### config.mk
export PLATFORM = sky130hd
export DESIGN_NAME = dcache
export DESIGN_NICKNAME = d
export VERILOG_FILES = /design/src/design/mem_pkg.sv /design/src/design/dcache.sv
export SDC_FILE = /design/constraint.sdc
export NUM_CORES = 1
export LEC_CHECK = 0
export ABC_AREA = 0
export BUFFER_PORTS_ARGS = -buffer_cell sky130_fd_sc_hd__buf_2
export CAP_MARGIN = 25
export CORE_ASPECT_RATIO = 0.7
export CORE_MARGIN = 1.5
export CORE_UTILIZATION = 55
export CTS_CLUSTER_DIAMETER = 200
export DETAILED_ROUTE_END_ITERATION = 10
export PLACE_DENSITY = 0.73
export SLEW_MARGIN = 20
export SYNTH_ARGS = -nofsm -noshare
export SYNTH_HDL_FRONTEND = slang
export SYNTH_SLANG_ARGS = --single-unit
### constraint.sdc
create_clock -name clk -period 11.6 [get_ports clk]
set_clock_uncertainty 0.2 [all_clocks]
set_input_delay 2.32 -clock clk [delete_from_list [all_inputs] [get_ports clk]]
set_output_delay 2.32 -clock clk [all_outputs]
set_load 0.005 [all_outputs]
### src/design/mem_pkg.sv
package mem_pkg;

    localparam int ADDR_W      = 32;
    localparam int DATA_W      = 32;
    localparam int BYTES       = DATA_W / 8;
    localparam int MEM_WORDS   = 256;
    localparam int MEM_IDX_W   = $clog2(MEM_WORDS);
    localparam int MEM_LATENCY = 4;
    localparam int LAT_W       = $clog2(MEM_LATENCY + 1);
    localparam int CACHE_LINES = 16;
    localparam int OFFSET_W    = 2;
    localparam int IDX_W       = $clog2(CACHE_LINES);
    localparam int TAG_W       = ADDR_W - IDX_W - OFFSET_W;

    typedef struct packed {
        logic              req;
        logic [ADDR_W-1:0] addr;
        logic              kill;
    } fetch_req_t;

    typedef struct packed {
        logic              ack;
        logic [DATA_W-1:0] data;
    } fetch_rsp_t;

    // Also the upstream port of the data cache
    typedef struct packed {
        logic              req;
        logic [ADDR_W-1:0] addr;
        logic [DATA_W-1:0] w_data;
        logic [BYTES-1:0]  sel_byte;
        logic              w_en;
    } lsu_req_t;

    typedef struct packed {
        logic              ack;
        logic [DATA_W-1:0] r_data;
    } lsu_rsp_t;

    typedef struct packed {
        logic              r_req;
        logic [ADDR_W-1:0] paddr;
        logic              flush_req;
    } mmu_req_t;

    typedef struct packed {
        logic              r_valid;
        logic [DATA_W-1:0] r_data;
    } mmu_rsp_t;

    typedef lsu_req_t mem_req_t;

    typedef struct packed {
        logic              ack;
        logic [DATA_W-1:0] r_data;
    } mem_rsp_t;

    typedef enum logic [1:0] {PORT_IDLE, PORT_LSU, PORT_MMU} port_arb_state_e;

    typedef enum logic [2:0] {
        MEM_IDLE, MEM_DCACHE, MEM_ICACHE, MEM_DKILL, MEM_IKILL
    } mem_arb_state_e;

    typedef enum logic [1:0] {CACHE_IDLE, CACHE_MISS, CACHE_WRITE} cache_state_e;

    // Replace the enabled bytes of a word
    function automatic logic [DATA_W-1:0] merge_bytes(
        input logic [DATA_W-1:0] old_word,
        input logic [DATA_W-1:0] new_word,
        input logic [BYTES-1:0]  sel
    );
        logic [DATA_W-1:0] result;
        result = old_word;
        for (int i = 0; i < BYTES; i++) begin
            if (sel[i]) begin
                result[8*i +: 8] = new_word[8*i +: 8];
            end
        end
        return result;
    endfunction

endpackage

### src/design/dcache.sv
`timescale 1ns/1ps

module dcache (
    input  logic              clk,
    input  logic              rst_n,
    input  mem_pkg::lsu_req_t dc_req_i,
    input  logic              dc_kill_i,
    output mem_pkg::lsu_rsp_t dc_rsp_o,
    output mem_pkg::mem_req_t dcache2mem_o,
    output logic              kill_o,
    input  mem_pkg::mem_rsp_t mem2dcache_i
);
    import mem_pkg::*;

    cache_state_e           state_q;
    lsu_req_t               req_q;
    logic [TAG_W-1:0]       tag_q  [CACHE_LINES];
    logic [DATA_W-1:0]      data_q [CACHE_LINES];
    logic [CACHE_LINES-1:0] valid_q;
    logic                   ack_q;
    logic                   kill_q;
    logic [DATA_W-1:0]      rdata_q;
    logic [IDX_W-1:0]       in_idx;
    logic [IDX_W-1:0]       q_idx;
    logic                   in_hit;
    logic                   q_hit;
    logic                   start;
    logic                   fill;
    logic                   wr_done;

    assign in_idx = dc_req_i.addr[OFFSET_W +: IDX_W];
    assign q_idx  = req_q.addr[OFFSET_W +: IDX_W];
    assign in_hit = valid_q[in_idx] && (tag_q[in_idx] == dc_req_i.addr[ADDR_W-1 -: TAG_W]);
    assign q_hit  = valid_q[q_idx] && (tag_q[q_idx] == req_q.addr[ADDR_W-1 -: TAG_W]);

    assign start   = (state_q == CACHE_IDLE) && dc_req_i.req && !ack_q;
    assign fill    = (state_q == CACHE_MISS) && !dc_kill_i && mem2dcache_i.ack;
    assign wr_done = (state_q == CACHE_WRITE) && mem2dcache_i.ack;

    always_ff @(posedge clk) begin
        if (!rst_n) begin
            state_q <= CACHE_IDLE;
            valid_q <= '0;
            ack_q   <= 1'b0;
            kill_q  <= 1'b0;
        end else begin
            ack_q  <= (start && !dc_req_i.w_en && in_hit) || fill || wr_done;
            // Kept one cycle past the dropped request, so a fresh grant still sees it
            kill_q <= (state_q == CACHE_MISS) && dc_kill_i;
            case (state_q)
                CACHE_IDLE: begin
                    if (start && dc_req_i.w_en) begin
                        state_q <= CACHE_WRITE;
                    end else if (start && !in_hit) begin
                        state_q <= CACHE_MISS;
                    end
                end
                CACHE_MISS: begin
                    if (dc_kill_i || fill) begin
                        state_q <= CACHE_IDLE;
                    end
                end
                CACHE_WRITE: begin
                    if (wr_done) begin
                        state_q <= CACHE_IDLE;
                    end
                end
                default: state_q <= CACHE_IDLE;
            endcase
            if (fill) begin
                valid_q[q_idx] <= 1'b1;
            end
        end
    end

    // Line arrays, request copy and load data
    always_ff @(posedge clk) begin
        if (start) begin
            req_q   <= dc_req_i;
            rdata_q <= data_q[in_idx];
        end
        if (fill) begin
            tag_q[q_idx]  <= req_q.addr[ADDR_W-1 -: TAG_W];
            data_q[q_idx] <= mem2dcache_i.r_data;
            rdata_q       <= mem2dcache_i.r_data;
        end
        // Write hits keep the line equal to memory, misses leave it alone
        if (wr_done && q_hit) begin
            data_q[q_idx] <= merge_bytes(data_q[q_idx], req_q.w_data, req_q.sel_byte);
        end
    end

    assign dcache2mem_o.req      = (state_q != CACHE_IDLE);
    assign dcache2mem_o.addr     = req_q.addr;
    assign dcache2mem_o.w_data   = req_q.w_data;
    assign dcache2mem_o.sel_byte = (state_q == CACHE_WRITE) ? req_q.sel_byte : '1;
    assign dcache2mem_o.w_en     = (state_q == CACHE_WRITE);

    assign kill_o          = kill_q;
    assign dc_rsp_o.ack    = ack_q;
    assign dc_rsp_o.r_data = rdata_q;

endmodule

==> results_dict.tcl <==
set metrics [dict create \
    clk_latency_ns 0.67 \
    p_int_uw 6410 \
    leakage_uw 0.0162 \
    mostFrequentLayoutCells "sky130_fd_sc_hd__edfxtp_1, sky130_fd_sc_hd__mux4_2, sky130_fd_sc_hd__buf_2" \
    top_usage_layer "met1" \
    timing.critical_path.to_type "flip-flop" \
    critical_path_class "reg2reg" \
    die_ar_um2 83800 \
    cts.clk_slew.worst_paths_ns 0.06 \
    drcViolationCount 0 \
    worstHoldPathType "reg2reg" \
    cp_depth 10 \
    flow.area_growth_from_synthesis_pct 11.5 \
    grt_use_met2 0.379 \
    detail_route.vias_per_cell 6.75 \
    synth_async_sr_flop_share 0 \
    max_slew_margin 0.217 \
    tritoncts "built" \
    switching_share 0.224 \
    maxSlewViolCount 0 \
    clockPowerShare 0.398 \
    globalRouteMet3Util 0.0762 \
    worst_setup_path_start_kind "flip-flop" \
    fmax_ghz 0.159 \
    synth-edff-count 1028 \
    hold_violations 0 \
    fin_tns_setup_ns 0 \
    ctsResizeCount 0 \
    wire_per_inst_um 31.8 \
    grt_antenna_before_repair 4 \
    worst_setup_path_endpoint "data_q[8][6]" \
    postPlaceCellArea_um2 46800 \
    first_pass_grt_wire_length_mm 161 \
    fin_crit_sh 0.541 \
    placeable_core_region_um2 80900 \
    fin_area_um2 50300 \
    grtUsageTotal 0.264 \
    number_of_drc_markers_after_the_initial_detailed_route_iteration 3353 \
    yosys_register_bits 1052 \
    p_comb_frac 0.079 \
    yosys_warnings 0 \
    cap_viol_max_count 0 \
    die_width_um 345 \
    ys_dominant_reg_cell "sky130_fd_sc_hd__edfxtp_1" \
    pwr_density_cell_nw_per_um2 164 \
    required_ns 11.68 \
    mappedNetlistNets 2265 \
    boundaryPins 210 \
    die_height_um 243 \
    ctsHoldBuffers 0 \
    grt_setup_unrepaired "no" \
    cts_setup_buffers 0 \
    grt.met1_usage 0.403 \
    largest_net_degree_at_the_start_of_global_routing 120 \
    timing.critical_path.mode_cell "sky130_fd_sc_hd__mux2i_1" \
    fin_crit_ns 6.27 \
    vias 23450 \
    synthesized_netlist_cell_count 2159 \
    report.final.setup_viol 0 \
    place.gp.congestion 0.855 \
    slowest_stage "sky130_fd_sc_hd__a21oi_1" \
    run_status "completed" \
    critical-path-max-stage-delay_ns 0.88 \
    globalRoute.totalOverflow 0 \
    worstMarginPinSlew_ns 1.17 \
    reg2regPathDepth 10 \
    total_switching_power_uw 1850 \
    dr.pass1.iters 6 \
    floorplan.rows 87 \
    nets 2432 \
    cts.sink_count 1052 \
    post_synth.cell_area_avg_um2 20.9 \
    clock_path_buffers 3 \
    yosys.cell_types.count 60 \
    wl_mm 111 \
    critical_path.cell_chain "buf_4, mux4_2, mux2i_1, mux2i_1, xnor2_1, nand4_1, a2111oi_4, nand4_2, buf_16, a21oi_1" \
    drtAntennaViolNets 0 \
    dpl.hpwl_mm 66.2 \
    totalPowerFinal_uw 8260 \
    cp_top_family "compound AO/OA/AOI/OAI gates" \
    r2r_end "data_q[8][6]" \
    final_layout_size_suffix_gt1_frac 0.373 \
    path_buf_inv 2 \
    seq_power_share 0.523 \
    cts-buffers-inserted 98 \
    htree_levels 3 \
    vdd_ir_drop_max_v 0.000117 \
    netlist_area_um2 45100 \
    floorplan.initialDensity 0.558 \
    r2r_slack_ns 5.33 \
    grt_pass1_vias 23534 \
    worstPathMaxFanout 29 \
    clockRootBuffer "sky130_fd_sc_hd__clkbuf_16" \
    critical_path_arrival_ns 6.35 \
    timing.hold.ws_ns 0.288 \
    mostFrequentLayoutCell "sky130_fd_sc_hd__edfxtp_1" \
    port_buffers 209 \
    seq_area_frac_synth 0.695 \
]
registers in the layout, indices dropped and copies added (netlist names), named ones only:
name	count
req_q	4
rdata_q	32
data_q	512
valid_q	16
state_q	2
ack_q	1
tag_q	416
dcache2mem_o	64
kill_o	1
power groups by stage:
stage,Clock (uW),Sequential [uW],Combinational (uW)
floorplan,0,4350,482
global placement,0,4400,633
detailed placement,0,4400,641
CTS,3320,4320,645
global route,3460,4330,689
finish,3290,4320,651
layout make-up:
type | count | area (um2)
clock buffers | 123 | 2630
fillers | 5468 | 30600
clock inverters | 58 | 634
well taps | 1068 | 1340
inverters | 6 | 23.8
diodes | 1 | 2.50
flip-flops and latches | 1052 | 31400
repair buffers | 263 | 1590
multi-input cells | 905 | 12700
worst register-to-register path, stage by stage (launching register included):
cell,delay (ns)
sky130_fd_sc_hd__dfxtp_2,0.68
sky130_fd_sc_hd__buf_4,0.60
sky130_fd_sc_hd__mux4_2,0.60
sky130_fd_sc_hd__mux2i_1,0.26
sky130_fd_sc_hd__mux2i_1,0.15
sky130_fd_sc_hd__xnor2_1,0.66
sky130_fd_sc_hd__nand4_1,0.35
sky130_fd_sc_hd__a2111oi_4,0.58
sky130_fd_sc_hd__nand4_2,0.55
sky130_fd_sc_hd__buf_16,0.37
sky130_fd_sc_hd__a21oi_1,0.89
synth_stat cells (3+ instances only):
cell / instances / area (um2)
sky130_fd_sc_hd__nor2_1: 33 / 124
sky130_fd_sc_hd__nand3_1: 7 / 35.0
sky130_fd_sc_hd__nand4_1: 7 / 43.8
sky130_fd_sc_hd__xor2_1: 16 / 140
sky130_fd_sc_hd__edfxtp_1: 1028 / 30900
sky130_fd_sc_hd__xnor2_1: 47 / 412
sky130_fd_sc_hd__a211oi_1: 10 / 75.1
sky130_fd_sc_hd__o21ai_0: 7 / 35.0
sky130_fd_sc_hd__and3_1: 3 / 18.8
sky130_fd_sc_hd__nand4_2: 4 / 50.1
sky130_fd_sc_hd__a221oi_1: 6 / 52.6
sky130_fd_sc_hd__mux2_2: 74 / 833
sky130_fd_sc_hd__mux4_2: 354 / 7970
sky130_fd_sc_hd__buf_6: 13 / 146
sky130_fd_sc_hd__a22oi_1: 6 / 45.0
sky130_fd_sc_hd__mux2_4: 12 / 180
sky130_fd_sc_hd__buf_4: 70 / 526
sky130_fd_sc_hd__mux2i_1: 92 / 921
sky130_fd_sc_hd__buf_2: 36 / 180
sky130_fd_sc_hd__inv_1: 6 / 22.5
sky130_fd_sc_hd__nor4_1: 4 / 25.0
sky130_fd_sc_hd__nor3_1: 8 / 40.0
sky130_fd_sc_hd__a21oi_1: 78 / 390
sky130_fd_sc_hd__o22ai_1: 12 / 75.1
sky130_fd_sc_hd__nor3b_1: 4 / 30.0
sky130_fd_sc_hd__nand2b_1: 7 / 43.8
sky130_fd_sc_hd__clkbuf_1: 45 / 169
sky130_fd_sc_hd__nand2_1: 27 / 101
sky130_fd_sc_hd__o2111ai_1: 3 / 26.3
sky130_fd_sc_hd__dfxtp_1: 24 / 480
sky130_fd_sc_hd__o21a_1: 18 / 135
sky130_fd_sc_hd__mux4_1: 11 / 289
sky130_fd_sc_hd__buf_1: 30 / 113
sky130_fd_sc_hd__a31oi_1: 3 / 18.8
sky130_fd_sc_hd__nor2b_1: 18 / 113
logic make-up (layout without fill, tap and decap cells):
kind of cell,after synthesis,in the layout,share of synthesized area
compound gates,168,168,0.0250
mux,543,543,0.226
xor+xnor,63,63,0.0122
other cells,0,1,0
flops,1052,1052,0.695
simple gates,131,131,0.0153
buf+inv,202,450,0.0265
per-stage QoR:
step / setup slack, ns / util / cells
2_1_floorplan: 5.34 / - / 2159
4_1_cts: 5.07 / 0.618 / 3456
3_5_place_dp: 4.95 / 0.578 / 3275
5_1_grt: 5.12 / 0.622 / 3476
3_3_place_gp: 5.05 / 0.578 / 3273
6_report: 5.33 / 0.622 / 3476
how the worst min path moves through the flow:
stage	depth (start not counted)	slack (ns)	startpoint	to
global route	1	0.31	valid_q[8]	valid_q[8]
detailed placement	1	0.27	valid_q[8]	valid_q[8]
floorplan	1	0.25	valid_q[10]	valid_q[10]
CTS	1	0.29	valid_q[8]	valid_q[8]
finish	1	0.29	valid_q[6]	valid_q[6]
global placement	1	0.26	valid_q[15]	valid_q[15]
per-layer routing:
layer	vias up	wire, um
met1	12393	45700
met2	1475	48900
met3	184	13500
met5	-	0
met4	0	2590
li1	9398	-
(Power assumes the default switching activity.)
