==> config.mk <==
export PLATFORM = sky130hd
export DESIGN_NAME = dport_arbiter
export DESIGN_NICKNAME = d
export VERILOG_FILES = /design/src/design/mem_pkg.sv /design/src/design/dport_arbiter.sv
export SDC_FILE = /design/constraint.sdc
export NUM_CORES = 1
export LEC_CHECK = 0
export ABC_AREA = 1
export BUFFER_PORTS_ARGS = -buffer_cell sky130_fd_sc_hd__buf_2
export CAP_MARGIN = 20
export CORE_AREA = 2 2 107 109
export DETAILED_ROUTE_END_ITERATION = 8
export DIE_AREA = 0 0 109 111
export GPL_TIMING_DRIVEN = 0
export SYNTH_ARGS = -nofsm -noshare
export SYNTH_HDL_FRONTEND = slang
export SYNTH_SLANG_ARGS = --single-unit
==> constraint.sdc <==
create_clock -name clk -period 2.82 [get_ports clk]
set_clock_uncertainty 0.05 [all_clocks]
set_input_delay 0.846 -clock clk [delete_from_list [all_inputs] [get_ports clk]]
set_output_delay 0.846 -clock clk [all_outputs]
set_load 0.1 [all_outputs]
==> src/design/mem_pkg.sv <==
package mem_pkg;

    localparam int ADDR_W      = 32;
    localparam int DATA_W      = 32;
    localparam int BYTES       = DATA_W / 8;
    localparam int MEM_WORDS   = 256;
    localparam int MEM_IDX_W   = $clog2(MEM_WORDS);
    localparam int MEM_LATENCY = 4;
    localparam int LAT_W       = $clog2(MEM_LATENCY + 1);
    localparam int CACHE_LINES = 16;
    localparam int OFFSET_W    = 2;
    localparam int IDX_W       = $clog2(CACHE_LINES);
    localparam int TAG_W       = ADDR_W - IDX_W - OFFSET_W;

    typedef struct packed {
        logic              req;
        logic [ADDR_W-1:0] addr;
        logic              kill;
    } fetch_req_t;

    typedef struct packed {
        logic              ack;
        logic [DATA_W-1:0] data;
    } fetch_rsp_t;

    // Also the upstream port of the data cache
    typedef struct packed {
        logic              req;
        logic [ADDR_W-1:0] addr;
        logic [DATA_W-1:0] w_data;
        logic [BYTES-1:0]  sel_byte;
        logic              w_en;
    } lsu_req_t;

    typedef struct packed {
        logic              ack;
        logic [DATA_W-1:0] r_data;
    } lsu_rsp_t;

    typedef struct packed {
        logic              r_req;
        logic [ADDR_W-1:0] paddr;
        logic              flush_req;
    } mmu_req_t;

    typedef struct packed {
        logic              r_valid;
        logic [DATA_W-1:0] r_data;
    } mmu_rsp_t;

    typedef lsu_req_t mem_req_t;

    typedef struct packed {
        logic              ack;
        logic [DATA_W-1:0] r_data;
    } mem_rsp_t;

    typedef enum logic [1:0] {PORT_IDLE, PORT_LSU, PORT_MMU} port_arb_state_e;

    typedef enum logic [2:0] {
        MEM_IDLE, MEM_DCACHE, MEM_ICACHE, MEM_DKILL, MEM_IKILL
    } mem_arb_state_e;

    typedef enum logic [1:0] {CACHE_IDLE, CACHE_MISS, CACHE_WRITE} cache_state_e;

    // Replace the enabled bytes of a word
    function automatic logic [DATA_W-1:0] merge_bytes(
        input logic [DATA_W-1:0] old_word,
        input logic [DATA_W-1:0] new_word,
        input logic [BYTES-1:0]  sel
    );
        logic [DATA_W-1:0] result;
        result = old_word;
        for (int i = 0; i < BYTES; i++) begin
            if (sel[i]) begin
                result[8*i +: 8] = new_word[8*i +: 8];
            end
        end
        return result;
    endfunction

endpackage

==> src/design/dport_arbiter.sv <==
`timescale 1ns/1ps

module dport_arbiter (
    input  logic              clk,
    input  logic              rst_n,
    input  mem_pkg::lsu_req_t lsu_req_i,
    output mem_pkg::lsu_rsp_t lsu_rsp_o,
    input  mem_pkg::mmu_req_t mmu_req_i,
    output mem_pkg::mmu_rsp_t mmu_rsp_o,
    output mem_pkg::lsu_req_t dc_req_o,
    output logic              dc_kill_o,
    input  mem_pkg::lsu_rsp_t dc_rsp_i
);
    import mem_pkg::*;

    port_arb_state_e state_q;
    port_arb_state_e state_d;
    lsu_req_t        mmu_rd;

    // Page-table reads are always full words
    assign mmu_rd.req      = mmu_req_i.r_req;
    assign mmu_rd.addr     = mmu_req_i.paddr;
    assign mmu_rd.w_data   = '0;
    assign mmu_rd.sel_byte = '1;
    assign mmu_rd.w_en     = 1'b0;

    always_ff @(posedge clk) begin
        if (!rst_n) begin
            state_q <= PORT_IDLE;
        end else begin
            state_q <= state_d;
        end
    end

    always_comb begin
        state_d   = state_q;
        dc_req_o  = '0;
        dc_kill_o = 1'b0;
        lsu_rsp_o = '0;
        mmu_rsp_o = '0;

        case (state_q)
            PORT_IDLE: begin
                if (lsu_req_i.req) begin
                    dc_req_o = lsu_req_i;
                    state_d  = PORT_LSU;
                end else if (mmu_req_i.r_req && !mmu_req_i.flush_req) begin
                    dc_req_o = mmu_rd;
                    state_d  = PORT_MMU;
                end
            end

            PORT_LSU: begin
                dc_req_o = lsu_req_i;
                if (dc_rsp_i.ack) begin
                    lsu_rsp_o = dc_rsp_i;
                    state_d   = PORT_IDLE;
                end
            end

            PORT_MMU: begin
                // A flush abandons the walk and wins over a same-cycle ack
                if (mmu_req_i.flush_req) begin
                    dc_kill_o = 1'b1;
                    state_d   = PORT_IDLE;
                end else begin
                    dc_req_o = mmu_rd;
                    if (dc_rsp_i.ack) begin
                        mmu_rsp_o.r_valid = 1'b1;
                        mmu_rsp_o.r_data  = dc_rsp_i.r_data;
                        state_d           = PORT_IDLE;
                    end
                end
            end

            default: state_d = PORT_IDLE;
        endcase
    end

endmodule

==> results of run 1 <==
## worst paths after layout
| path | start | endpoint | slack (ps) |
|---|---|---|---|
| worst max-delay path | mmu_req_i[0] | mmu_rsp_o[12] | 40 |
| worst min-delay path | state_q[1]$_SDFFE_PN0P_ | state_q[1]$_SDFFE_PN0P_ | 620 |
| worst max register to register | state_q[1]$_SDFFE_PN0P_ | state_q[0]$_SDFFE_PN0P_ | 1470 |
| worst min register to register | state_q[1]$_SDFFE_PN0P_ | state_q[1]$_SDFFE_PN0P_ | 620 |
## cells in the mapped netlist
cell,number
nor2_1,130
o22ai_1,1
inv_2,2
a21oi_1,34
clkbuf_1,11
nand4_1,35
buf_2,24
nor2_2,1
buf_1,2
inv_1,70
dfxtp_1,2
nand3_1,6
o21ai_1,1
nand2_1,172
clkinv_1,2
## repair_timing
item                                    4_1_cts  5_1_grt
cloned                                        0        0
endpoints found under the setup margin      103      108
resized for setup                           130       78
hold buffers                                  0        0
buffers inserted                              5        1
pin swaps                                     2        1
endpoints found under the hold margin         0        0
## through the flow
step                total power [mW]  setup WS (ps)  utilization  instance area, um^2  hold slack, ps
floorplan                       1.39           -450            -                 2670             558
global placement                1.69           -570        0.380                 4210             584
detailed placement              1.69           -574        0.380                 4210             598
CTS                             2.03          -7.32        0.423                 4680             613
global route                    2.15          -27.2        0.443                 4910             653
finish                          2.07           43.1        0.443                 4910             617
## worst min-delay path: stages, from the launching register on
cell and delay, ps:
dfxtp_1 280, buf_2 170, nand4_1 100, a21oi_1 60
## kinds of logic (layout without fill, tap and decap cells)
family,after synthesis,after routing,synth area share
buf+inv,111,392,0.217
other cells,0,1,0
flops,2,2,0.0195
compound gates,36,36,0.0882
simple gates,344,344,0.675
## per-layer routing
metal / global-route usage / up-vias / wire length [um]
met4: 0.0308 / 0 / 191
met5: 0 / - / 0
met2: 0.359 / 161 / 6270
met3: 0.0406 / 13 / 1000
li1: - / 2052 / -
met1: 0.202 / 1811 / 4620
## where the power goes
group / internal (mW) / switching (mW)
Clock: 0.181 / 0.0380
Combinational: 0.424 / 1.39
Sequential: 0.0308 / 0.00271
## cell type report
type / count / area, um^2
Clock buffer: 3 / 75.1
Buffer: 36 / 267
Antenna cell: 1 / 2.50
Inverter: 74 / 288
Tap cell: 143 / 179
Sequential cell: 2 / 40.0
Fill cell: 1212 / 6170
Multi-Input combinational cell: 380 / 2170
Timing Repair Buffer: 279 / 1890
==> metrics, run 1 <==
Detail Route Antenna Nets=0; Pre-antenna DRT Iters=4; vias in the first global route=approximately 3.7k; CP peak stage delay=290 ps; WL/cell=13.2 um; nets=915; count of warnings emitted by yosys=0; global route total overflow=0; H-Tree Level Count=1; Tot GR Track Use=0.185; Hold Crit Depth=3; Worst setup SP type=input pin; maximum vdd ir drop=between 0.2 and 0.3 mV; critical path type=in2out; vias per cell=4.40; Top delay family on crit path=buffers and inverters; hpwl dp=approximately 9700 um; cell repeated most along the worst path=buf_4; Worst path depth=7; Largest Register=state_q; FF+latch count, synth=2; period utilization=0.985; achievable clock frequency=0.360 GHz; num ports=276; most common cell after layout, fill and taps aside=buf_2; largest registers=state_q x2; largest net degree at the start of global routing=11; Root Driver=clkbuf_16; Post-Syn Area=between 2000 and 2500 um^2; Slew HR=0.666; crit-path cells=buf_2, clkinv_4, nand4_1, buf_4, buf_6, nor2_4, buf_4; CTS Buf Count=3; CP max stage cell=buf_4; 1st-iter DRT viols=157; post-synthesis sequential area ratio=0.0195; die width=109 um; HP Class=reg2reg; FP Rows=39; Post-Synthesis Cells=493; top cells by area, synth=nand2_1 31%, nor2_1 24%, inv_1 13%; Worst-Skew Late Latency=between 200 and 250 ps; Avg Cell Area, Syn=4.17 um^2; port bufs=273; max reg flops=2; DRC Markers=0; Core ar.=11100 um^2; Vias=4037; Critical Path AT=1880 ps; Reg2Reg Depth=7; most frequent cells in the layout=186 x buf_2, 139 x nand2_1, 69 x inv_1; Cells after DPL=909; starting density of the core=0.186; TritonCTS clock tree=done; Leakage=2.87 nW; Die Y=around 110 um; pwr dens=around 420 nW/um^2; final setup TNS=0 ps; Setup-failing EPs final=0; Period minus WS final=about 2800 ps; clk sinks=2; Cell Count, Final, Fillers Out=918; antenna violations before repair=1; post-synthesis cell type count=15; WP buf/inv=5; Longest Clk Path Bufs=2; worst slew pin tran=between 500 and 600 ps; global-route wire length before repair=18200 um; Max-Cap Viols=0; layout cells sized above 1=0.554; Final Hold Vio Count=0; Synth area leader=nand2_1; area grow syn2layout=139%; Clock transition at path regs=30 ps; total die area=12100 um^2; status=completed; critical path fanouts, max=10; crit end category=output pin; WL final=12100 um; gp weighted congestion=0.772; final slew viol count=0; Synth top area share=0.314; Mapped Nets=632; Worst EP required=1920 ps
(Power assumes the default switching activity.)
==> run 2: changes to the inputs <==
Settings changed: GPL_TIMING_DRIVEN 0 to 1.
Clock period 2.82 ns to 3.3 ns, I/O delays scaled along.
==> metrics, run 2 (synthesis gave the netlist of run 1 again) <==
status=completed; max reg flops=2 (unchanged); total die area=12100 um^2 (unchanged); CP peak stage delay=320 ps (+30 ps); cts hold-fix bufs=0 (unchanged); Worst path depth=6 (-1); Core ar.=11100 um^2 (unchanged); Cells after DPL=892 (-1.9%); Period minus WS final=3170 ps; Crit. Startpoint=lsu_req_i[69]; Worst EP required=2260 ps (+340 ps); Root Driver=clkbuf_16; RSZ-0062 raised after global routing=false; Detail Route Antenna Nets=0 (unchanged); Tot GR Track Use=0.195 (+0.00966); num ports=276 (unchanged); Vias=3947 (-2.2%); global-route wire length before repair=18800 um (+3.5%); reg2reg end=state_q[1]$_SDFFE_PN0P_; WL/cell=13.7 um (+4.1%); Setup-failing EPs final=0 (unchanged); maximum vdd ir drop=0.197 mV (-33%); largest registers=state_q x2; register share of total power=0.015 (about the same); achievable clock frequency=0.316 GHz; layout cells sized above 1=0.504 (-0.0503); Critical Path AT=2130 ps (+250 ps); Leakage=3.18 nW (+11%); most frequent cells in the layout=143 x buf_12, 142 x nand2_1, 139 x buf_2; Worst-Skew Late Latency=220 ps (about the same); vias per cell=4.41 (+0.28%); port bufs=275 (+0.73%); Slew HR=0.610 (-0.0562); critical path type=in2out; Die Y=111 um (unchanged); CTS Buf Count=3 (unchanged); area grow syn2layout=194%; total power draw=2.00 mW (-3.2%); clock share of power=0.091 (-0.015); Net Switching=1.22 mW (-14%); global route total overflow=0 (unchanged); HP Class=reg2reg; Reg2Reg Depth=4 (-3); Pre-antenna DRT Iters=4 (unchanged); nets=893 (-2.4%); ant diodes=0 (-1); Pint=0.776 mW (+22%); post-cts resize count=0 (-100%); Cell Count, Final, Fillers Out=895 (-2.5%); critical path fanouts, max=36 (+26); Sw Share=0.612 (-0.0804); clk sinks=2 (unchanged); DRC Markers=0 (unchanged); die width=109 um (unchanged); WL final=12300 um (+1.5%); WP buf/inv=4 (-1); CP max stage cell=nand4_1; setup slack, reg-to-reg=1880 ps (+410 ps); starting density of the core=0.186 (unchanged); final slew viol count=0 (unchanged); H-Tree Level Count=1 (unchanged); Combinational Power Share=0.894 (+0.016); critical path endpoint=dc_req_o[1]; Largest Register=state_q; period utilization=0.960; worst slew pin tran=585 ps (+80.1 ps); antenna violations before repair=0 (-1); pwr dens=331 nW/um^2 (-21%); Worst setup SP type=input pin; gp weighted congestion=0.834 (+8.1%); Top delay family on crit path=buffers and inverters; TritonCTS clock tree=done; Setup Fix Bufs, Post-CTS=0 (-5); Max-Cap Viols=0 (unchanged); cell repeated most along the worst path=buf_12; FP Rows=39 (unchanged); crit-path cells=buf_2, clkinv_1, buf_12, nand4_1, nand3_2, buf_12; crit end category=output pin; Longest Clk Path Bufs=2 (unchanged); most common cell after layout, fill and taps aside=buf_12; Clock transition at path regs=30 ps (about the same); largest net degree at the start of global routing=37 (+26); final setup TNS=0 ps (unchanged); Final Hold Vio Count=0 (unchanged); vias in the first global route=3609 (-1.7%); r2r startpoint=state_q[0]$_SDFFE_PN0P_; Finished Core Util=0.546 (+0.103); hpwl dp=10200 um (+5.3%); 1st-iter DRT viols=341 (+120%)
run 2: final cells by class:
cell class                 instances  area [um^2]
clock buffer                       3         75.1
fill                            1001         5030
inverter                          74          278
multi-input combinational        380         1830
sequential                         2         40.0
tap                              143          179
timing repair buffer             293         3640
run 2: how the worst min path moves through the flow:
| stage | from | end | slack, ps | cells past startpoint |
|---|---|---|---|---|
| floorplan | state_q[1]$_SDFFE_PN0P_ | state_q[1]$_SDFFE_PN0P_ | 560 | 3 |
| global placement | state_q[1]$_SDFFE_PN0P_ | state_q[1]$_SDFFE_PN0P_ | 540 | 2 |
| detailed placement | state_q[1]$_SDFFE_PN0P_ | state_q[1]$_SDFFE_PN0P_ | 560 | 2 |
| CTS | state_q[1]$_SDFFE_PN0P_ | state_q[1]$_SDFFE_PN0P_ | 560 | 2 |
| global route | state_q[1]$_SDFFE_PN0P_ | state_q[1]$_SDFFE_PN0P_ | 600 | 2 |
| finish | state_q[1]$_SDFFE_PN0P_ | state_q[1]$_SDFFE_PN0P_ | 560 | 2 |
run 2: metal layers:
metal,vias to the layer above,part of all wire,global-route usage
met5,-,0,0
li1,2004,-,-
met1,1726,0.36,0.220
met3,20,0.10,0.0523
met4,0,0.025,0.0496
met2,197,0.51,0.355
run 2: metrics by stage:
| stage | area (um^2) | hold WS (ps) | worst slack, ps |
|---|---|---|---|
| floorplan | 2310 | 558 | -455 |
| global placement | 5970 | 537 | 125 |
| detailed placement | 5970 | 558 | 105 |
| CTS | 6050 | 561 | 103 |
| global route | 6050 | 604 | 12.6 |
| finish | 6050 | 561 | 131 |
run 2: power groups by stage:
| stage | registers [mW] | clock network [mW] | logic [mW] |
|---|---|---|---|
| after global placement | 0.0306 | 0 | 1.79 |
| after floorplan | 0.0280 | 0 | 1.09 |
| after detailed placement | 0.0309 | 0 | 1.79 |
| final | 0.0305 | 0.181 | 1.79 |
| after CTS | 0.0305 | 0.185 | 1.80 |
| after global routing | 0.0309 | 0.189 | 1.85 |
run 2: worst register-to-register path, stage by stage (launching register included):
cell and delay, ps:
dfxtp_1 360, nor2_2 500, buf_12 240, nand2_1 60
a21oi_1 140
