## src/design/mem_pkg.sv

```systemverilog
package mem_pkg;

    localparam int ADDR_W      = 32;
    localparam int DATA_W      = 32;
    localparam int BYTES       = DATA_W / 8;
    localparam int MEM_WORDS   = 256;
    localparam int MEM_IDX_W   = $clog2(MEM_WORDS);
    localparam int MEM_LATENCY = 4;
    localparam int LAT_W       = $clog2(MEM_LATENCY + 1);
    localparam int CACHE_LINES = 16;
    localparam int OFFSET_W    = 2;
    localparam int IDX_W       = $clog2(CACHE_LINES);
    localparam int TAG_W       = ADDR_W - IDX_W - OFFSET_W;

    typedef struct packed {
        logic              req;
        logic [ADDR_W-1:0] addr;
        logic              kill;
    } fetch_req_t;

    typedef struct packed {
        logic              ack;
        logic [DATA_W-1:0] data;
    } fetch_rsp_t;

    // Also the upstream port of the data cache
    typedef struct packed {
        logic              req;
        logic [ADDR_W-1:0] addr;
        logic [DATA_W-1:0] w_data;
        logic [BYTES-1:0]  sel_byte;
        logic              w_en;
    } lsu_req_t;

    typedef struct packed {
        logic              ack;
        logic [DATA_W-1:0] r_data;
    } lsu_rsp_t;

    typedef struct packed {
        logic              r_req;
        logic [ADDR_W-1:0] paddr;
        logic              flush_req;
    } mmu_req_t;

    typedef struct packed {
        logic              r_valid;
        logic [DATA_W-1:0] r_data;
    } mmu_rsp_t;

    typedef lsu_req_t mem_req_t;

    typedef struct packed {
        logic              ack;
        logic [DATA_W-1:0] r_data;
    } mem_rsp_t;

    typedef enum logic [1:0] {PORT_IDLE, PORT_LSU, PORT_MMU} port_arb_state_e;

    typedef enum logic [2:0] {
        MEM_IDLE, MEM_DCACHE, MEM_ICACHE, MEM_DKILL, MEM_IKILL
    } mem_arb_state_e;

    typedef enum logic [1:0] {CACHE_IDLE, CACHE_MISS, CACHE_WRITE} cache_state_e;

    // Replace the enabled bytes of a word
    function automatic logic [DATA_W-1:0] merge_bytes(
        input logic [DATA_W-1:0] old_word,
        input logic [DATA_W-1:0] new_word,
        input logic [BYTES-1:0]  sel
    );
        logic [DATA_W-1:0] result;
        result = old_word;
        for (int i = 0; i < BYTES; i++) begin
            if (sel[i]) begin
                result[8*i +: 8] = new_word[8*i +: 8];
            end
        end
        return result;
    endfunction

endpackage

```

## src/design/icache.sv

```systemverilog
`timescale 1ns/1ps

module icache (
    input  logic                clk,
    input  logic                rst_n,
    input  mem_pkg::fetch_req_t fetch_req_i,
    output mem_pkg::fetch_rsp_t fetch_rsp_o,
    output mem_pkg::mem_req_t   icache2mem_o,
    output logic                kill_o,
    input  mem_pkg::mem_rsp_t   mem2icache_i
);
    import mem_pkg::*;

    cache_state_e           state_q;
    logic [TAG_W-1:0]       tag_q  [CACHE_LINES];
    logic [DATA_W-1:0]      data_q [CACHE_LINES];
    logic [CACHE_LINES-1:0] valid_q;
    logic [ADDR_W-1:0]      addr_q;
    logic                   ack_q;
    logic [DATA_W-1:0]      rdata_q;
    logic [IDX_W-1:0]       in_idx;
    logic [IDX_W-1:0]       q_idx;
    logic                   in_hit;
    logic                   start;
    logic                   fill;

    assign in_idx = fetch_req_i.addr[OFFSET_W +: IDX_W];
    assign q_idx  = addr_q[OFFSET_W +: IDX_W];
    assign in_hit = valid_q[in_idx] &&
                    (tag_q[in_idx] == fetch_req_i.addr[ADDR_W-1 -: TAG_W]);

    assign start  = (state_q == CACHE_IDLE) && fetch_req_i.req && !fetch_req_i.kill &&
                    !ack_q;
    assign kill_o = (state_q == CACHE_MISS) && fetch_req_i.kill;
    assign fill   = (state_q == CACHE_MISS) && !fetch_req_i.kill && mem2icache_i.ack;

    always_ff @(posedge clk) begin
        if (!rst_n) begin
            state_q <= CACHE_IDLE;
            valid_q <= '0;
            ack_q   <= 1'b0;
        end else begin
            ack_q <= (start && in_hit) || fill;
            if (start && !in_hit) begin
                state_q <= CACHE_MISS;
            end else if (kill_o || fill) begin
                state_q <= CACHE_IDLE;
            end
            if (fill) begin
                valid_q[q_idx] <= 1'b1;
            end
        end
    end

    // Line arrays and fetch data
    always_ff @(posedge clk) begin
        if (start) begin
            addr_q  <= fetch_req_i.addr;
            rdata_q <= data_q[in_idx];
        end
        if (fill) begin
            tag_q[q_idx]  <= addr_q[ADDR_W-1 -: TAG_W];
            data_q[q_idx] <= mem2icache_i.r_data;
            rdata_q       <= mem2icache_i.r_data;
        end
    end

    assign icache2mem_o.req      = (state_q == CACHE_MISS);
    assign icache2mem_o.addr     = addr_q;
    assign icache2mem_o.w_data   = '0;
    assign icache2mem_o.sel_byte = '1;
    assign icache2mem_o.w_en     = 1'b0;

    assign fetch_rsp_o.ack  = ack_q;
    assign fetch_rsp_o.data = rdata_q;

endmodule

```

## config.mk

```make
export PLATFORM = sky130hd
export DESIGN_NAME = icache
export DESIGN_NICKNAME = d
export VERILOG_FILES = /design/src/design/mem_pkg.sv /design/src/design/icache.sv
export SDC_FILE = /design/constraint.sdc
export NUM_CORES = 1
export LEC_CHECK = 0
export ABC_AREA = 1
export BUFFER_PORTS_ARGS = -buffer_cell sky130_fd_sc_hd__buf_2
export CAP_MARGIN = 20
export CORE_MARGIN = 4
export CORE_UTILIZATION = 47
export DETAILED_ROUTE_END_ITERATION = 8
export PLACE_DENSITY = 0.71
export SYNTH_ARGS = -nofsm -noshare
export SYNTH_HDL_FRONTEND = slang
export SYNTH_SLANG_ARGS = --single-unit
```

## constraint.sdc

```tcl
create_clock -name clk -period 11.9 [get_ports clk]
set_clock_uncertainty 0.1 [all_clocks]
set_input_delay 0.595 -clock clk [delete_from_list [all_inputs] [get_ports clk]]
set_output_delay 0.595 -clock clk [all_outputs]
set_load 0.05 [all_outputs]
```

==> results of run 1 <==
worst max-delay path by stage:
stage	endpoint	cells after the start	startpoint	slack [ns]
floorplan	data_q[12][0]	6	state_q[0]	7.42
global placement	state_q[0]	19	fetch_req_i[3]	7.19
detailed placement	state_q[0]	19	fetch_req_i[3]	7.15
CTS	data_q[7][16]	5	state_q[0]	7.77
global route	state_q[0]	19	fetch_req_i[3]	7.45
finish	state_q[0]	19	fetch_req_i[3]	7.68
what timing repair did:
action | CTS | global route
hold endpoints to repair | 2 | 0
gates resized for setup | 0 | 0
hold buffers | 2 | 0
power by group through the flow:
stage	clock [mW]	sequential (mW)	combinational, mW
final	3.14	3.94	0.435
after global routing	3.34	3.94	0.473
after CTS	3.18	3.94	0.431
after detailed placement	0	4.02	0.428
after global placement	0	4.02	0.423
after floorplan	0	4.05	0.268
flip-flops by register name (all words and copies together) (netlist names):
register,count
rdata_q,32
addr_q,32
state_q,1
valid_q,16
data_q,512
ack_q,1
tag_q,416
Yosys cell counts:
library cell / count / area share, %
edfxtp_1: 992 / 73
nand2_1: 511 / 4.7
nor2_1: 496 / 4.6
nand3_1: 275 / 3.4
o21ai_0: 275 / 3.4
inv_1: 179 / 1.6
o221ai_1: 93 / 2.0
clkbuf_1: 81 / 0.75
o21ai_1: 71 / 0.87
buf_4: 66 / 1.2
buf_2: 48 / 0.59
o22ai_1: 35 / 0.54
a31oi_1: 32 / 0.49
o211ai_1: 29 / 0.53
buf_6: 27 / 0.75
buf_1: 18 / 0.17
dfxtp_1: 18 / 0.88
a21oi_1: 11 / 0.14
nand3b_1: 6 / 0.11
nor3_1: 3 / 0.037
or2_2: 3 / 0.046
conb_1: 2 / 0.018
inv_4: 2 / 0.031
a21o_1: 1 / 0.018
a21oi_2: 1 / 0.021
buf_8: 1 / 0.037
clkinv_1: 1 / 0.0092
inv_2: 1 / 0.0092
final cells by class:
class | count | area share, %
Inverter | 183 | 1.57
Multi-Input combinational cell | 1879 | 19.3
Clock buffer | 118 | 5.65
Timing Repair Buffer | 182 | 2.42
Clock inverter | 61 | 1.54
Antenna cell | 4 | 0.0220
Tap cell | 1144 | 3.15
Sequential cell | 1010 | 66.4
kinds of logic (layout without fill, tap and decap cells):
logic type | after synthesis | count (layout)
buf+inv | 424 | 544
compound gates | 548 | 548
simple gates | 1294 | 1294
other cells | 2 | 41
flops | 1010 | 1010
worst reg2reg max path, stage by stage, from the launching register on:
cell and delay (ns):
dfxtp_1 0.35, inv_1 0.08, nor3_1 0.16, clkbuf_4 0.24, nand3_1 0.33, nor2_4 0.84
buf_4 0.80
layer usage:
metal | vias up | wire length [µm] | GRT usage (%)
li1 | 11800 | - | -
met1 | 12600 | 40100 | 29.2
met2 | 1298 | 49200 | 36.6
met3 | 201 | 8970 | 3.19
met4 | 4 | 2710 | 7.51
met5 | - | 28 | 0
metrics by stage:
| stage | cells | setup slack, ns | area, µm² |
|---|---|---|---|
| floorplan | 3313 | 7.42 | 40900 |
| global placement | 4393 | 7.19 | 42100 |
| detailed placement | 4394 | 7.15 | 42100 |
| CTS | 4575 | 7.77 | 45400 |
| global route | 4580 | 7.45 | 45400 |
| finish | 4581 | 7.68 | 45400 |
==> metrics.txt, run 1 <==
status finished clean; number of I/O port buffers 135; reg2reg end data_q[7][16]; Hold Path Sink addr_q[8]; fin util between 50% and 60%; Synth Area in Compound Gates 7.98%; Crit Path Category in -> reg; cells along the critical path buf_8 > clkinv_8 > buf_4 > nand2_1 > nand2_1 > nand2_1 > nand3_1 > nand3_1 > nand2_1 > nand2_1 > nand2_1 > inv_1 > nand2_1 > nor2_1 > nand2_1 > nor2_1 > nand2_1 > nand2_1 > a21oi_1; Initial DRC Count 3141; Buf+Inv Stages, Crit Path 4; number of synthesis warnings 0; area of the multi-input gates 8750 µm²; CTS buffer count 97; first-pass GRT wire length 151000 µm; Core Box Area 85500 µm²; Setup violations, final 0; Comb pwr share 5.8%; FF-to-FF setup slack 8.58 ns; clk_lat worst skew roughly 0.66 ns; Syn Inst Count 3278; Net Sw Power between 1.5 and 2 mW; WP data arrival 4.63 ns; Req. time, crit path 12.31 ns; pin count of the biggest net entering global routing 211; HP Class in -> reg; Simple-Gate Fraction of Synth Area 12.8%; clk root buf clkbuf_16; Syn-to-layout area delta 11.4%; worst IR drop on VDD a little under 0.1 mV; die width 303 µm; Max Fclk around 240 MHz; Wirelength per Cell 22.0 µm; Die Y between 300 and 400 µm; Clock Pin Slew Worst Setup and Hold Paths 0.06 ns; postcts setup bufs 0; vias in the first global route 24.8k; cell mode on critical path nand2_1; main combinational cell family by area after synthesis simple AND/OR/NAND/NOR gates; unrepaired setup endpoints after global routing no; Fin Hold WS 0.0540 ns; hpwl dp 49800 µm; Rel. slew slack about 29%; post-synthesis sequential area ratio about three quarters; CTS tree yes; fin crit period around 4.2 ns; max cap viols 0; drt drc 0; # rows approximately 110; Register Area 30100 µm²; CP Launch Type input port; drt total wl 101000 µm; Post-DRT Antenna Nets 0; Post-Synth XOR/XNOR Area 0%; I/O pin cnt roughly 170; commonest cells after routing, fill and taps aside edfxtp_1 (992), nand2_1 (511), nor2_1 (480); hold path cells 1; Post-Syn Area 40800 µm²; Overall Global Routing Usage a little over a fifth; antenna violations before repair 5; Yosys cell types 28; Worst Path Max Fanout 210; Net Sw Frac a little over a fifth; die area 91500 µm²; Lkg Pwr approximately 16 nW; internal power 5.86 mW; Seq cells post-synth 1010; initial core utilization 47.7%; CP max-delay cell clkinv_8; clock sink count 1010; FF-to-FF Start state_q[0]; Net count, final around 3.4k; Slew Limit Fails 0; CTS Buffer Depth 3; syn_area_per_cell between 10 and 15 µm²; mux cell area share after synthesis 0%; Detailed Routing Iterations Pass 1 5; layout cell share with drive strength beyond 1 10.3%; HP Start fetch_req_i[9]; worst-margin pin slew between 1 and 1.5 ns; overall power ~7.5 mW; worst r2r path cells 6; setup TNS 0 ns; Sequential Power Share 52.4%; GP Congestion 0.791; Layout fillers 6877; H-tree depth 3; Top Family by Delay on Critical Path buffers and inverters; Via Count 25.9k; critical path's largest stage delay 0.86 ns; Vias/cell 5.66; pwr/cell area 165 nW/µm²; final hold vios 0; Setup crit end kind register; Clock Power Share approximately two fifths; post-synthesis adder-cell area fraction 0%; gr ovfl total 0; most common cell after layout, fill and taps aside edfxtp_1; final worst-path cycle share 35.5%
Power figures use the tool's default switching activity.
==> run 2, diff against run 1 <==
- clock period: 11.9 -> 4.43 ns (I/O delays scaled with it)
==> run 2 against run 1 <==
Net effect: global-route usage up 0.23 points; first-iteration DRC count down 6.1%; design area up 1.5%; routed wire length up 1.4%; sequential cell count unchanged; sequential power rose to 2.7 times the previous value; critical path type is now reg -> reg; final cell count up 1.5%; combinational power rose to 2.8 times the previous value; setup slack worse by 6.3 ns; via count up 1.2%; count of clock-buffer cells in the layout up 11; power rose to 2.7 times the previous value; highest routed layer unchanged.
==> metrics.txt, run 2 (synthesis gave the netlist of run 1 again) <==
status finished clean; drt drc 0 (unchanged); Buf+Inv Stages, Crit Path 3 (-1); vias in the first global route 24.7k (-0.42%); CTS buffer count 96 (-1.0%); clk root buf clkbuf_16; WP data arrival 3.23 ns (-1.40 ns); # placed instances 4407 (+0.30%); H-tree depth 3 (unchanged); drt total wl 102000 µm (+1.4%); Overall Global Routing Usage 22.0% (+0.23 points); Lkg Pwr 16.3 nW (+1.8%); setup TNS 0 ns (unchanged); postcts setup bufs 0 (unchanged); clk_lat worst skew 0.66 ns (about the same); worst-margin pin slew 1.07 ns (-0.00586 ns); antenna violations before repair 3 (-2); Setup crit end kind register; Syn-to-layout area delta 13.1%; Slew Limit Fails 0 (unchanged); post-route cell area 46100 µm² (+1.5%); cells along the critical path inv_1 > nor3_1 > buf_4 > nand3_1 > nor2_4 > buf_4; clock sink count 1010 (unchanged); first-pass GRT wire length 153000 µm (+1.3%); unrepaired setup endpoints after global routing no; final worst-path cycle share 68.8%; number of I/O port buffers 135 (unchanged); placed inst area 42300 µm² (+0.57%); HP Class in -> reg; Clock Pin Slew Worst Setup and Hold Paths 0.06 ns (about the same); Regs by FF count data_q: 512 flops, tag_q: 416 flops; initial core utilization 47.7% (unchanged); Die Y 303 µm (unchanged); Setup violations, final 0 (unchanged); Via Count 26.2k (+1.2%); Worst Path Max Fanout 22 (-90%); die area 91500 µm² (unchanged); CP max-delay cell nor2_4; Top Family by Delay on Critical Path simple AND/OR/NAND/NOR gates; Crit Path Category reg -> reg; Detailed Routing Iterations Pass 1 6 (+1); hpwl dp 49300 µm (-1.1%); fin crit period between 3 and 4 ns; Core Box Area 85500 µm² (unchanged); # rows 107 (unchanged); Max Fclk between 300 and 400 MHz; Post-DRT Antenna Nets 0 (unchanged); Biggest register data_q; max cap viols 0 (unchanged); CTS tree yes; Vias/cell 5.64 (-0.33%); most common cell after layout, fill and taps aside edfxtp_1; layout cell share with drive strength beyond 1 10.3% (+0.015 points); die width 303 µm (unchanged); CP Launch Type register; fin cells 4652 (+1.5%); cts repair resizes 0 (unchanged); pwr/cell area 433 nW/µm² (+160%); pin count of the biggest net entering global routing 209 (-0.95%); GP Congestion 0.749 (-5.3%); cell mode on critical path buf_4; Largest register FFs 512 (unchanged); gr ovfl total 0 (unchanged); Net count, final 3493 (+2.1%); worst IR drop on VDD 0.287 mV (+200%); Rel. slew slack 29.0% (+0.39 points); critical path's largest stage delay 0.64 ns (-0.22 ns); final hold vios 0 (unchanged); Initial DRC Count 2949 (-6.1%); Wirelength per Cell 22.0 µm (-0.12%); Req. time, crit path 4.61 ns (-7.70 ns); I/O pin cnt 173 (unchanged); CTS Buffer Depth 3 (unchanged); commonest cells after routing, fill and taps aside edfxtp_1 (992), nand2_1 (511), nor2_1 (480); overall power 20.0 mW (+170%)
## run 2: worst paths after layout
check                               startpoint             to  slack [ns]  cells after the start
worst min-delay path            fetch_req_i[2]      addr_q[1]        0.19                      2
worst max register to register      state_q[0]  data_q[1][15]        1.38                      6
worst min register to register      valid_q[9]     valid_q[9]        0.37                      2
worst max-delay path                state_q[0]  data_q[1][15]        1.38                      6
## run 2: metrics by stage
step	hold slack, ns	setup WS (ns)	util [%]
finish	0.190	1.38	53.9
global route	0.188	1.33	53.9
CTS	0.154	1.43	53.9
detailed placement	0.300	1.18	49.5
global placement	0.298	1.24	49.5
floorplan	0.220	-0.0520	-
## run 2: report_power, final
| part | switching (mW) | total (mW) | internal (mW) |
|---|---|---|---|
| Clock | 3.53 | 8.17 | 4.64 |
| Combinational | 0.895 | 1.21 | 0.317 |
| Sequential | 0.0575 | 10.6 | 10.5 |
## run 2: worst register-to-register path, delay by kind of cell (launching register included)
| family | cells | cell delay (ns) |
|---|---|---|
| flops | 1 | 0.47 |
| buf+inv | 3 | 0.88 |
| simple gates | 3 | 1.21 |
## run 2: what timing repair did
action,in CTS,in global routing
hold buffers,63,0
endpoints found under the hold margin,579,0
setup endpoints to repair,0,0
## run 2: layout make-up
| class | count | area, µm² |
|---|---|---|
| Timing Repair Buffer | 254 | 1920 |
| Tap cell | 1144 | 1430 |
| Antenna cell | 2 | 5.00 |
| Clock inverter | 51 | 493 |
| Clock buffer | 129 | 2650 |
| Sequential cell | 1010 | 30100 |
| Multi-Input combinational cell | 1879 | 8750 |
| Inverter | 183 | 712 |
| Fill cell | 6824 | 39400 |
## run 2: routing by layer
layer | vias to the layer above | GRT usage [%] | wire length (µm)
met5 | - | 0 | 13
met4 | 2 | 6.68 | 2590
met3 | 185 | 3.31 | 9150
met2 | 1262 | 37.0 | 50400
met1 | 12900 | 29.9 | 40300
li1 | 11900 | - | -
